**config.mk**
```make
export PLATFORM = sky130hd
export DESIGN_NAME = cache_memctrl
export DESIGN_NICKNAME = d
export VERILOG_FILES = /design/src/rtl/cmc_pkg.sv /design/src/rtl/fifo_if.sv /design/src/rtl/sync_fifo.sv /design/src/rtl/rd_channel.sv /design/src/rtl/wr_channel.sv /design/src/rtl/cache_memctrl.sv
export SDC_FILE = /design/constraint.sdc
export NUM_CORES = 1
export LEC_CHECK = 0
export BUFFER_PORTS_ARGS = -buffer_cell sky130_fd_sc_hd__buf_2
export CAP_MARGIN = 30
export CORE_AREA = 2 2 210 212
export DETAILED_ROUTE_END_ITERATION = 12
export DIE_AREA = 0 0 212 214
export PLACE_DENSITY_LB_ADDON = 0.2
export SKIP_CTS_REPAIR_TIMING = 1
export SLEW_MARGIN = 30
export SYNTH_ARGS = -nofsm -noshare
export SYNTH_HDL_FRONTEND = slang
export SYNTH_SLANG_ARGS = --single-unit
```
**constraint.sdc**
```tcl
create_clock -name aclk -period 2 [get_ports aclk]
set_input_delay 0.3 -clock aclk [delete_from_list [all_inputs] [get_ports aclk]]
set_output_delay 0.3 -clock aclk [all_outputs]
set_load 0.02 [all_outputs]
```
**src/rtl/cmc_pkg.sv**
```systemverilog
////////////////////////////////////////////////////////////////////////////
// Widths and types shared by the controller. The block width equals the
// AXI data width, and only XLEN of 32 is handled.
////////////////////////////////////////////////////////////////////////////

package cmc_pkg;

    ////////////////////////////////////////////////////////////////////////////
    // Widths
    ////////////////////////////////////////////////////////////////////////////

    // Control side word width
    localparam int XLEN = 32;

    // Cache block width, same as the memory data bus
    localparam int BLOCK_W = 128;

    // Words per block
    localparam int LANES = BLOCK_W / XLEN;

    // First address bit of the word lane inside a block
    localparam int OFFSET_LSB = 2;

    ////////////////////////////////////////////////////////////////////////////
    // Data types
    ////////////////////////////////////////////////////////////////////////////

    // One control word and its byte enables
    typedef logic [XLEN-1:0] word_t;
    typedef logic [XLEN/8-1:0] word_strb_t;

    // A whole cache block and its byte enables
    typedef logic [BLOCK_W-1:0] block_t;
    typedef logic [BLOCK_W/8-1:0] block_strb_t;

    // Word lane inside a block, taken from address bits 3:2
    typedef logic [$clog2(LANES)-1:0] lane_t;

endpackage

```
**src/rtl/fifo_if.sv**
```systemverilog
////////////////////////////////////////////////////////////////////////////
// Push/pull FIFO bundle. Push is dropped when full, pull needs not empty.
////////////////////////////////////////////////////////////////////////////

`timescale 1ns/10ps

interface fifo_if #(
    parameter type T = logic
) ();

    // Write side
    logic push;
    logic full;
    T     data_in;

    // Read side, head entry is visible on data_out
    logic pull;
    logic empty;
    logic aempty;
    T     data_out;

    // User of the queue
    modport producer (output push, pull, data_in,
                      input  full, empty, aempty, data_out);

    // Storage itself
    modport fifo (input  push, pull, data_in,
                  output full, empty, aempty, data_out);

endinterface

```
**src/rtl/sync_fifo.sv**
```systemverilog
////////////////////////////////////////////////////////////////////////////
// Single clock FIFO with the head shown combinationally on data_out.
// DEPTH must be a power of two so that the pointers wrap on their own.
////////////////////////////////////////////////////////////////////////////

`timescale 1ns/10ps

module sync_fifo #(
    parameter type T     = logic,
    parameter int  DEPTH = 4
) (
    input  logic  aclk,
    input  logic  aresetn,
    fifo_if.fifo  f
);

    localparam int PTR_W = (DEPTH > 1) ? $clog2(DEPTH) : 1;
    localparam int CNT_W = $clog2(DEPTH + 1);

    // Storage, payload only, no reset
    T mem [DEPTH];

    logic [PTR_W-1:0] wr_ptr;
    logic [PTR_W-1:0] rd_ptr;
    logic [CNT_W-1:0] count;
    logic             wr_en;
    logic             rd_en;

    // Push is dropped when full
    assign wr_en = f.push && !f.full;
    assign rd_en = f.pull && !f.empty;

    ////////////////////////////////////////////////////////////////////////////
    // Pointers and occupancy
    ////////////////////////////////////////////////////////////////////////////

    always_ff @(posedge aclk or negedge aresetn) begin
        if (!aresetn) begin
            wr_ptr <= '0;
            rd_ptr <= '0;
            count  <= '0;
        end else begin
            if (wr_en) begin
                wr_ptr <= wr_ptr + 1'b1;
            end
            if (rd_en) begin
                rd_ptr <= rd_ptr + 1'b1;
            end
            // Simultaneous push and pull keep the count
            case ({wr_en, rd_en})
                2'b10:   count <= count + 1'b1;
                2'b01:   count <= count - 1'b1;
                default: count <= count;
            endcase
        end
    end

    always_ff @(posedge aclk) begin
        if (wr_en) begin
            mem[wr_ptr] <= f.data_in;
        end
    end

    // Flags straight from the count
    assign f.full     = (count == CNT_W'(DEPTH));
    assign f.empty    = (count == '0);
    assign f.aempty   = (count == CNT_W'(1));
    assign f.data_out = mem[rd_ptr];

    ////////////////////////////////////////////////////////////////////////////
    // Usage checks on the producer
    ////////////////////////////////////////////////////////////////////////////

    ap_no_push_full: assert property (@(posedge aclk) disable iff (!aresetn)
        !(f.push && f.full))
        else $error("sync_fifo: push while full, entry lost");

    ap_no_pull_empty: assert property (@(posedge aclk) disable iff (!aresetn)
        !(f.pull && f.empty))
        else $error("sync_fifo: pull while empty");

endmodule

```
**src/rtl/rd_channel.sv**
```systemverilog
////////////////////////////////////////////////////////////////////////////
// Read path. Completions must come back in request order and single beat,
// at most OSTD_NUM reads can be in flight.
////////////////////////////////////////////////////////////////////////////

`timescale 1ns/10ps

module rd_channel #(
    parameter int ADDR_W   = 10,
    parameter int OSTD_NUM = 4
) (
    input  logic                aclk,
    input  logic                aresetn,
    // Control side read address
    input  logic                mst_arvalid,
    output logic                mst_arready,
    input  logic [ADDR_W-1:0]   mst_araddr,
    input  logic [3:0]          mst_arcache,
    // Control side completion
    output logic                mst_rvalid,
    input  logic                mst_rready,
    output logic                mst_rcache,
    output logic [ADDR_W-1:0]   mst_raddr,
    output cmc_pkg::block_t     mst_rdata_blk,
    output cmc_pkg::word_t      mst_rdata,
    // Memory side
    output logic                mem_arvalid,
    input  logic                mem_arready,
    output logic [ADDR_W-1:0]   mem_araddr,
    input  logic                mem_rvalid,
    output logic                mem_rready,
    input  cmc_pkg::block_t     mem_rdata
);

    import cmc_pkg::*;

    // Address bits dropped to reach the block boundary
    localparam int BLK_LSB = $clog2(BLOCK_W / 8);

    // What a completion needs back from its request
    typedef struct packed {
        logic              io;
        logic [ADDR_W-1:0] addr;
    } rd_tag_t;

    fifo_if #(.T(rd_tag_t)) tag_q ();

    lane_t rd_lane;

    ////////////////////////////////////////////////////////////////////////////
    // Request side
    ////////////////////////////////////////////////////////////////////////////

    // Both sides stall once OSTD_NUM reads are pending
    assign mem_arvalid = mst_arvalid && !tag_q.full;
    assign mst_arready = mem_arready && !tag_q.full;
    assign mem_araddr  = {mst_araddr[ADDR_W-1:BLK_LSB], {BLK_LSB{1'b0}}};

    // Tag written on the accepting edge, arcache[1] marks an IO access
    assign tag_q.push         = mst_arvalid && mst_arready;
    assign tag_q.data_in.io   = mst_arcache[1];
    assign tag_q.data_in.addr = mst_araddr;

    sync_fifo #(
        .T     (rd_tag_t),
        .DEPTH (OSTD_NUM)
    ) u_tag_fifo (
        .aclk    (aclk),
        .aresetn (aresetn),
        .f       (tag_q)
    );

    ////////////////////////////////////////////////////////////////////////////
    // Completion side
    ////////////////////////////////////////////////////////////////////////////

    // Zero latency, handshake passes straight through
    assign mst_rvalid = mem_rvalid;
    assign mem_rready = mst_rready;
    assign tag_q.pull = mem_rvalid && mem_rready;

    // Head tag selects the word inside the returned block
    assign rd_lane       = tag_q.data_out.addr[OFFSET_LSB +: $bits(lane_t)];
    assign mst_rdata     = mem_rdata[rd_lane * XLEN +: XLEN];
    assign mst_rdata_blk = mem_rdata;
    assign mst_raddr     = tag_q.data_out.addr;
    // No stale IO flag when nothing is pending
    assign mst_rcache    = tag_q.empty ? 1'b0 : tag_q.data_out.io;

    // Memory answering a read that was never issued
    ap_rvalid_has_tag: assert property (@(posedge aclk) disable iff (!aresetn)
        mem_rvalid |-> !tag_q.empty)
        else $error("rd_channel: read data without a pending request");

endmodule

```
**src/rtl/wr_channel.sv**
```systemverilog
////////////////////////////////////////////////////////////////////////////
// Write path, one single beat per 32-bit write. Keep fewer than OSTD_NUM
// write addresses ahead of their data, a full offset FIFO also stalls W.
////////////////////////////////////////////////////////////////////////////

`timescale 1ns/10ps

module wr_channel #(
    parameter int ADDR_W   = 10,
    parameter int OSTD_NUM = 4
) (
    input  logic                  aclk,
    input  logic                  aresetn,
    // Control side address
    input  logic                  mst_awvalid,
    output logic                  mst_awready,
    input  logic [ADDR_W-1:0]     mst_awaddr,
    // Control side data
    input  logic                  mst_wvalid,
    output logic                  mst_wready,
    input  cmc_pkg::word_t        mst_wdata,
    input  cmc_pkg::word_strb_t   mst_wstrb,
    // Memory side address
    output logic                  mem_awvalid,
    input  logic                  mem_awready,
    output logic [ADDR_W-1:0]     mem_awaddr,
    // Memory side data
    output logic                  mem_wvalid,
    input  logic                  mem_wready,
    output cmc_pkg::block_t       mem_wdata,
    output cmc_pkg::block_strb_t  mem_wstrb
);

    import cmc_pkg::*;

    localparam int BLK_LSB = $clog2(BLOCK_W / 8);

    fifo_if #(.T(lane_t)) off_q ();

    lane_t aw_lane;
    lane_t wr_lane;
    logic  aw_acc;
    logic  w_acc;
    // Set while queued lanes feed the data path
    logic  push_r;

    ////////////////////////////////////////////////////////////////////////////
    // Pass-through, gated by offset FIFO room
    ////////////////////////////////////////////////////////////////////////////

    assign mem_awvalid = mst_awvalid && !off_q.full;
    assign mst_awready = mem_awready && !off_q.full;
    assign mem_awaddr  = {mst_awaddr[ADDR_W-1:BLK_LSB], {BLK_LSB{1'b0}}};

    assign mem_wvalid = mst_wvalid && !off_q.full;
    assign mst_wready = mem_wready && !off_q.full;
    // Same word in every lane, strobe picks the one that counts
    assign mem_wdata  = {LANES{mst_wdata}};

    assign aw_acc = mem_awvalid && mem_awready;
    assign w_acc  = mem_wvalid && mem_wready;

    ////////////////////////////////////////////////////////////////////////////
    // Offset FIFO
    ////////////////////////////////////////////////////////////////////////////

    assign aw_lane = mst_awaddr[OFFSET_LSB +: $bits(lane_t)];

    // Address ran ahead of its data, or older lanes are still queued
    assign off_q.push    = aw_acc && (!w_acc || push_r);
    // A beat consumes the oldest queued lane, if one is waiting
    assign off_q.pull    = w_acc && !off_q.empty;
    assign off_q.data_in = aw_lane;

    sync_fifo #(
        .T     (lane_t),
        .DEPTH (OSTD_NUM)
    ) u_off_fifo (
        .aclk    (aclk),
        .aresetn (aresetn),
        .f       (off_q)
    );

    always_ff @(posedge aclk or negedge aresetn) begin
        if (!aresetn) begin
            push_r <= 1'b0;
        end else begin
            if (aw_acc && !w_acc) begin
                push_r <= 1'b1;
            // Last queued lane drains with no new lane behind it
            end else if (off_q.aempty && off_q.pull && !off_q.push) begin
                push_r <= 1'b0;
            end
        end
    end

    ////////////////////////////////////////////////////////////////////////////
    // Strobe placement
    ////////////////////////////////////////////////////////////////////////////

    // Oldest queued lane first, else the address on the bus now
    assign wr_lane = off_q.empty ? aw_lane : off_q.data_out;

    always_comb begin
        for (int i = 0; i < LANES; i++) begin
            if (lane_t'(i) == wr_lane) begin
                mem_wstrb[i*(XLEN/8) +: XLEN/8] = mst_wstrb;
            end else begin
                mem_wstrb[i*(XLEN/8) +: XLEN/8] = '0;
            end
        end
    end

    // A data beat needs a lane from somewhere
    ap_w_has_lane: assert property (@(posedge aclk) disable iff (!aresetn)
        (w_acc && off_q.empty) |-> mst_awvalid)
        else $error("wr_channel: data beat with no address to place it");

endmodule

```
**src/rtl/cache_memctrl.sv**
```systemverilog
////////////////////////////////////////////////////////////////////////////
// Cache to memory bridge, whole block reads and single word writes over
// single beat AXI4 INCR. IDs and responses are not carried.
////////////////////////////////////////////////////////////////////////////

`timescale 1ns/10ps

module cache_memctrl #(
    // Address width on both sides
    parameter int ADDR_W   = 10,
    // Reads in flight, power of two
    parameter int OSTD_NUM = 4
) (
    input  logic                  aclk,
    input  logic                  aresetn,
    // Control read address
    input  logic                  mst_arvalid,
    output logic                  mst_arready,
    input  logic [ADDR_W-1:0]     mst_araddr,
    input  logic [3:0]            mst_arcache,
    // Control read completion
    output logic                  mst_rvalid,
    input  logic                  mst_rready,
    output logic                  mst_rcache,
    output logic [ADDR_W-1:0]     mst_raddr,
    output cmc_pkg::block_t       mst_rdata_blk,
    output cmc_pkg::word_t        mst_rdata,
    // Control write
    input  logic                  mst_awvalid,
    output logic                  mst_awready,
    input  logic [ADDR_W-1:0]     mst_awaddr,
    input  logic                  mst_wvalid,
    output logic                  mst_wready,
    input  cmc_pkg::word_t        mst_wdata,
    input  cmc_pkg::word_strb_t   mst_wstrb,
    output logic                  mst_bvalid,
    input  logic                  mst_bready,
    // Memory read
    output logic                  mem_arvalid,
    input  logic                  mem_arready,
    output logic [ADDR_W-1:0]     mem_araddr,
    input  logic                  mem_rvalid,
    output logic                  mem_rready,
    input  cmc_pkg::block_t       mem_rdata,
    // Memory write
    output logic                  mem_awvalid,
    input  logic                  mem_awready,
    output logic [ADDR_W-1:0]     mem_awaddr,
    output logic                  mem_wvalid,
    input  logic                  mem_wready,
    output cmc_pkg::block_t       mem_wdata,
    output cmc_pkg::block_strb_t  mem_wstrb,
    input  logic                  mem_bvalid,
    output logic                  mem_bready
);

    ////////////////////////////////////////////////////////////////////////////
    // Read path, AR and R
    ////////////////////////////////////////////////////////////////////////////

    rd_channel #(
        .ADDR_W   (ADDR_W),
        .OSTD_NUM (OSTD_NUM)
    ) u_rd (
        .aclk          (aclk),
        .aresetn       (aresetn),
        .mst_arvalid   (mst_arvalid),
        .mst_arready   (mst_arready),
        .mst_araddr    (mst_araddr),
        .mst_arcache   (mst_arcache),
        .mst_rvalid    (mst_rvalid),
        .mst_rready    (mst_rready),
        .mst_rcache    (mst_rcache),
        .mst_raddr     (mst_raddr),
        .mst_rdata_blk (mst_rdata_blk),
        .mst_rdata     (mst_rdata),
        .mem_arvalid   (mem_arvalid),
        .mem_arready   (mem_arready),
        .mem_araddr    (mem_araddr),
        .mem_rvalid    (mem_rvalid),
        .mem_rready    (mem_rready),
        .mem_rdata     (mem_rdata)
    );

    ////////////////////////////////////////////////////////////////////////////
    // Write path, AW and W
    ////////////////////////////////////////////////////////////////////////////

    // Offset FIFO sized like the read tag FIFO
    wr_channel #(
        .ADDR_W   (ADDR_W),
        .OSTD_NUM (OSTD_NUM)
    ) u_wr (
        .aclk        (aclk),
        .aresetn     (aresetn),
        .mst_awvalid (mst_awvalid),
        .mst_awready (mst_awready),
        .mst_awaddr  (mst_awaddr),
        .mst_wvalid  (mst_wvalid),
        .mst_wready  (mst_wready),
        .mst_wdata   (mst_wdata),
        .mst_wstrb   (mst_wstrb),
        .mem_awvalid (mem_awvalid),
        .mem_awready (mem_awready),
        .mem_awaddr  (mem_awaddr),
        .mem_wvalid  (mem_wvalid),
        .mem_wready  (mem_wready),
        .mem_wdata   (mem_wdata),
        .mem_wstrb   (mem_wstrb)
    );

    // Write response needs no tracking
    assign mst_bvalid = mem_bvalid;
    assign mem_bready = mst_bready;

endmodule

```
* Yosys cells after proc, flatten, opt, wreduce, memory -nomap -nowiden *
Memories as Yosys holds them, arrays and structs flattened.
Index checks and enable logic that the tools add are counted.

word-level totals
  memory bits (writable) = 52
  bits of input ports = 200
  output and inout port bits = 345
  bits in read-only memories = 0
  word-level logic and storage cells = 74
  register bits = 15
  bits in latches = 0
  memories = 2

memory list
  memory               words  width  read ports  clocked after Yosys merged registers in  write ports  RTL line         RTL
  u_rd.u_tag_fifo.mem  4      11     1           0                                        1            sync_fifo.sv:21  T mem [DEPTH];
  u_wr.u_off_fifo.mem  4      2      1           0                                        1            sync_fifo.sv:21

operators by class
  mux-type cells = 14
  bitwise gates (word level) = 0
  equal/unequal tests = 10
  $lt $le $gt $ge = 0
  add/subtract/negate cells = 8
  div/mod/pow operators = 0
  reductions and logical operators = 32
  shifts and indexed selects = 1
  multipliers = 0

operator list
  operator                                          count
  variable part select 128 x 8 -> 32 bit            1
  logical AND 1 bit                                 19
  2-to-1 mux 4 bit                                  4
  one-hot mux 3 bit (2 select lines)                2
  adder 2 x 1 -> 2 bit, second input constant       4
  2-to-1 mux 1 bit                                  7
  adder 3 x 1 -> 3 bit, second input constant       2
  == test 3 bit, second input constant              2
  logical NOT 1 bit                                 6
  logical NOT 3 bit                                 2
  nonzero test 2 bit                                3
  subtractor 3 x 1 -> 3 bit, second input constant  2
  == test 2 x 1 -> 1 bit, second input constant     2
  == test 2 bit, first input constant               2
  == test 2 bit, second input constant              2
  == test 3 x 1 -> 1 bit, second input constant     1
  == test 1 x 2 -> 1 bit, first input constant      1
  logical NOT 2 bit                                 1
  2-to-1 mux 2 bit                                  1
  logical OR 1 bit                                  1

* Logic depth before layout (Yosys ltp) *
  depth in word-level cells = 11
  mapped depth = 10
  gate-level depth less buffers = 9

* Cells and area by module *
Synthesis repeated with hierarchy kept, for this count alone.

unflattened totals
  cells, all modules = 522
  area total of the unflattened synthesis = 6030.8 µm²

by module, submodules not included
  module                       sequential area each (µm²)  times used  cells each  area each (µm²)
  sync_fifo (u_rd.u_tag_fifo)  1496.4                      1           101         2053.2
  rd_channel                   0.0                         1           185         1903.1
  wr_channel                   25.0                        1           180         1312.5
  sync_fifo (u_wr.u_off_fifo)  415.4                       1           54          747.0
  cache_memctrl                0.0                         1           2           15.0

* Worst setup path before layout *
Ideal clock, no wire load.

  path kind = reg2reg
  from = reg u_wr.u_off_fifo.count[0]
  to = reg u_wr.u_off_fifo.count[2]
  period minus slack after synthesis = 2284 ps
  arrival time = 2205 ps
  buffers on the path = 1
  library setup time = 79 ps
  setup slack = -284 ps
  data required time = 1921 ps
  stages on the path, launching flop included = 10
  cells stage by stage = dfrtp_1 -> inv_1 -> ha_1 -> a21boi_1 -> and3_1 -> clkbuf_1 -> inv_1 -> ha_1 -> nor2_1 -> xor2_1

between the ends
  elaborated cells between the ends (all ways) = 20
  those cells by class = add/sub: 2; eq/ne: 3; mux: 1; reduce/logical: 14

RTL lines
  what                                                                             RTL line             RTL
  start, declared                                                                  sync_fifo.sv:25      logic [CNT_W-1:0] count;
  start signal, assigned                                                           sync_fifo.sv:51      2'b10: count <= count + 1'b1;
  start signal, assigned                                                           sync_fifo.sv:52      2'b01: count <= count - 1'b1;
  start signal, assigned                                                           sync_fifo.sv:53      default: count <= count;
  == test 3 bit (*)                                                                sync_fifo.sv:65      assign f.full = (count == CNT_W'(DEPTH));
  logical NOT 1 bit (*)                                                            wr_channel.sv:51     assign mem_awvalid = mst_awvalid && !off_q.full;
  logical AND 1 bit (*)                                                            wr_channel.sv:51
  via mem_awvalid                                                                  cache_memctrl.sv:46  output logic mem_awvalid,
  logical AND 1 bit (*)                                                            wr_channel.sv:60     assign aw_acc = mem_awvalid && mem_awready;
  logical AND 1 bit (*)                                                            wr_channel.sv:70     assign off_q.push = aw_acc && (!w_acc || push_r);
  logical AND 1 bit (*)                                                            sync_fifo.sv:30      assign wr_en = f.push && !f.full;
  == test 2 x 1 -> 1 bit / == test 2 bit (equally long branches)                   sync_fifo.sv:50      case ({wr_en, rd_en})
  one-hot mux 3 bit (2 select lines) / nonzero test 2 bit (equally long branches)  -

The timed path passes the listed nets; every way through them passes the cells marked *.
A chain may end at the register's enable or synchronous reset.

* Worst setup path in the final report *
  from = reg u_rd.u_tag_fifo.rd_ptr[0]
  to = out mst_rdata[15]

between the ends
  word-level cells in the longest chain between the ends = 2

ends and longest elaborated chain
  what                                    RTL line             RTL
  start, declared                         sync_fifo.sv:24      logic [PTR_W-1:0] rd_ptr;
  start signal, assigned                  sync_fifo.sv:47      rd_ptr <= rd_ptr + 1'b1;
  memory read (4 x 11 bit)                -
  variable part select 128 x 8 -> 32 bit  rd_channel.sv:84     assign mst_rdata = mem_rdata[rd_lane * XLEN +: XLEN];
  end, declared                           cache_memctrl.sv:27  output cmc_pkg::word_t mst_rdata,

No other way between the ends.

==> results.txt <==
status: finished with violations
failing checks: negative setup slack
most common cell after layout, fill and taps aside: buf_2
CTS H-tree lvls: 3
Top Ports: 545
adder and majority gate portion of the synthesized area: 0.0309
routability cong.: 0.721
Hold Fails Final Rpt: 0
Leakage: 3.61 nW
I/O Buffers: 355
GRT Residual Overflow: 0
worst slew pin tran: 0.672 ns
clk_lat worst skew: 0.33 ns
largest family of logic cells by synthesized area: buffers and inverters
synthesis-to-layout area growth: 26.0%
Synth Area in XOR/XNOR: 0.0166
Pwr per Cell Area: 1380 nW/um^2
first-pass GRT wire length: 27.8 mm
height of the die: 214 um
Non-Filler Instances: 1311
R2R setup slack: 0.01 ns
placed cell count: 1284
Post-synth EDFFs: 52
mux share of post-synthesis cell area: 0.208
Initial Util: 0.147
die width: 212 um
CTS Buf Count: 9
Synth cell types: 42
fin worst setup slack: -0.589 ns
layout cell share with drive strength beyond 1: 0.712
crit path cell chain: mux4_4, buf_12, buf_12, mux2i_1, mux2i_2, buf_4
slowest stage delay, CP: 0.66 ns
die area: 45400 sq um
Fin Setup TNS: -19.89 ns
total number of vias: 4382
post-detail-place hpwl: 17.2 mm
simple logic cell fraction of the synthesized area: 0.0452
Final setup viols: 52
Vias/cell: 3.34
CTS sink cnt: 67
clock-pin slew on the worst setup and hold paths: 0.06 ns
final period utilization: 1.29
worst hold slack: 0.191 ns
initial antenna violation count: 2
relative slew slack: 0.552
Total Routing Usage GR: 0.0839
clock buffer depth: 2
compound-gate portion of the synthesized area: 0.0289
Final Core Density: 0.185
Worst Setup Path Type: reg2out
Critical Path End Type: output port
pre-CTS WS: -0.297 ns
worst clock skew: 0.00591 ns
iteration-0 DRC count of the detailed router: 84
RSZ-0062 raised after global routing: yes
clock root buffer: clkbuf_16
CP Max Fanout: 21
Ys Warns: 0
Synth Area per Inst: 10.6 sq um
Slew Limit Fails: 0
MaxCap Viol Count: 0
vias in the first global route: 4310
WL/cell: 15.9 um
critical path startpoint category: register
CP required: 1.70 ns
Post-DRT Antenna Nets: 0
HP Class: in2reg
Hold Path Cell Cnt: 1
most frequent cells in the layout: buf_2, buf_4, mux2i_1
row count: 76
Peak Freq: 0.386 GHz
HP Start: mst_arcache[1]
fin crit period: 2.59 ns
fin nets: 935
top_reg_cell synth: edfxtp_1
Mapped Cells: 593
crit path DAT: 2.29 ns
register bit total from synthesis: 67
most used cell, CP: buf_12
DRC Markers: 0
r2r worst-path depth: 9
core area: 42900 sq um
Fill cells: 4735
largest net degree at the start of global routing: 31
drt pass-1 iters: 6
Worst VDD drop: 417 uV
Post-Syn Area: 6310 sq um
final wirelength: 20.9 mm
r2r endpoint: u_rd.u_tag_fifo.count[2]
R2R Path Start: u_rd.u_tag_fifo.count[1]
CP max-delay cell: mux4_4
Synth async-reset ratio: 0.224
hold endpoint: u_rd.u_tag_fifo.mem[2][10]
Seq/Total Area, Yosys: 0.307
CTS tree: yes
sequential cells by signal (all words and copies together) (netlist names):
register                count
u_rd.u_tag_fifo.count       3
u_rd.u_tag_fifo.mem        44
u_wr.u_off_fifo.wr_ptr      2
u_wr.push_r                 1
u_wr.u_off_fifo.mem         8
u_wr.u_off_fifo.rd_ptr      2
u_rd.u_tag_fifo.wr_ptr      2
u_rd.u_tag_fifo.rd_ptr      2
u_wr.u_off_fifo.count       3
metal layers:
metal,global-route usage,vias up,wire [um]
met5,0,-,0
met4,0.0345,0,575
met3,0.0280,20,2000
met2,0.146,323,10100
met1,0.0928,2046,8160
li1,-,1993,-
through the flow:
| stage | area, sq um | power, mW |
|---|---|---|
| 6_report | 7950 | 11.0 |
| 5_1_grt | 7950 | 11.7 |
| 4_1_cts | 7500 | 10.3 |
| 3_5_place_dp | 7170 | 8.43 |
| 3_3_place_gp | 7170 | 8.43 |
| 2_1_floorplan | 6560 | 6.84 |
cells by family (layout without fill, tap and decap cells):
logic type               Yosys count  after routing
AO/OA/AOI/OAI                     25             25
XOR/XNOR                          12             12
adder cells (fa/ha/maj)           15             15
buffers and inverters            310            435
flip-flops                        67             67
multiplexers                     116            116
other                              1              9
AND/OR/NAND/NOR                   47             47
worst max-delay path, delay by kind of cell, from the launching register on:
family	cells	cell delay, ns
flops	1	0.39
buf+inv	3	0.56
mux	3	0.99
worst max path at each step:
stage,start,end,slack (ns)
detailed placement,u_rd.u_tag_fifo.rd_ptr[0],mst_rdata[15],-0.30
floorplan,u_rd.u_tag_fifo.count[0],u_rd.u_tag_fifo.count[2],-0.08
finish,u_rd.u_tag_fifo.rd_ptr[0],mst_rdata[15],-0.59
CTS,u_rd.u_tag_fifo.rd_ptr[0],mst_rdata[15],-0.67
global route,u_rd.u_tag_fifo.rd_ptr[0],mst_rdata[15],-0.66
global placement,u_rd.u_tag_fifo.rd_ptr[0],mst_rdata[15],-0.25
synthesized netlist by cell type (all sizes together) (3+ instances only):
| cell | number | area (sq um) |
|---|---|---|
| nand2 | 13 | 48.8 |
| clkbuf | 3 | 11.3 |
| dfrtp | 15 | 375 |
| xor2 | 4 | 35.0 |
| mux2i | 100 | 1000 |
| ha | 14 | 175 |
| inv | 12 | 45.0 |
| mux4 | 12 | 270 |
| and2 | 13 | 81.3 |
| o21ai | 6 | 30.0 |
| a21boi | 13 | 97.6 |
| xnor2 | 8 | 70.1 |
| buf | 295 | 2230 |
| mux2 | 4 | 45.0 |
| nand3 | 4 | 20.0 |
| edfxtp | 52 | 1560 |
power by group:
group | internal, mW | leakage (nW) | switching, mW | total (mW)
Sequential | 1.79 | 0.646 | 0.177 | 1.96
Combinational | 3.52 | 2.81 | 3.71 | 7.23
Clock | 1.11 | 0.159 | 0.669 | 1.78
layout make-up:
| class | count | area [sq um] | share of cell area |
|---|---|---|---|
| antenna | 1 | 2.50 | 0.000315 |
| clock buffer | 9 | 225 | 0.0283 |
| clock inverter | 7 | 105 | 0.0132 |
| inverter | 12 | 47.5 | 0.00598 |
| multi-input combinational | 223 | 2480 | 0.312 |
| sequential | 67 | 1940 | 0.244 |
| tap | 585 | 732 | 0.0920 |
| timing repair buffer | 407 | 2420 | 0.305 |
Power figures use the tool's default switching activity.
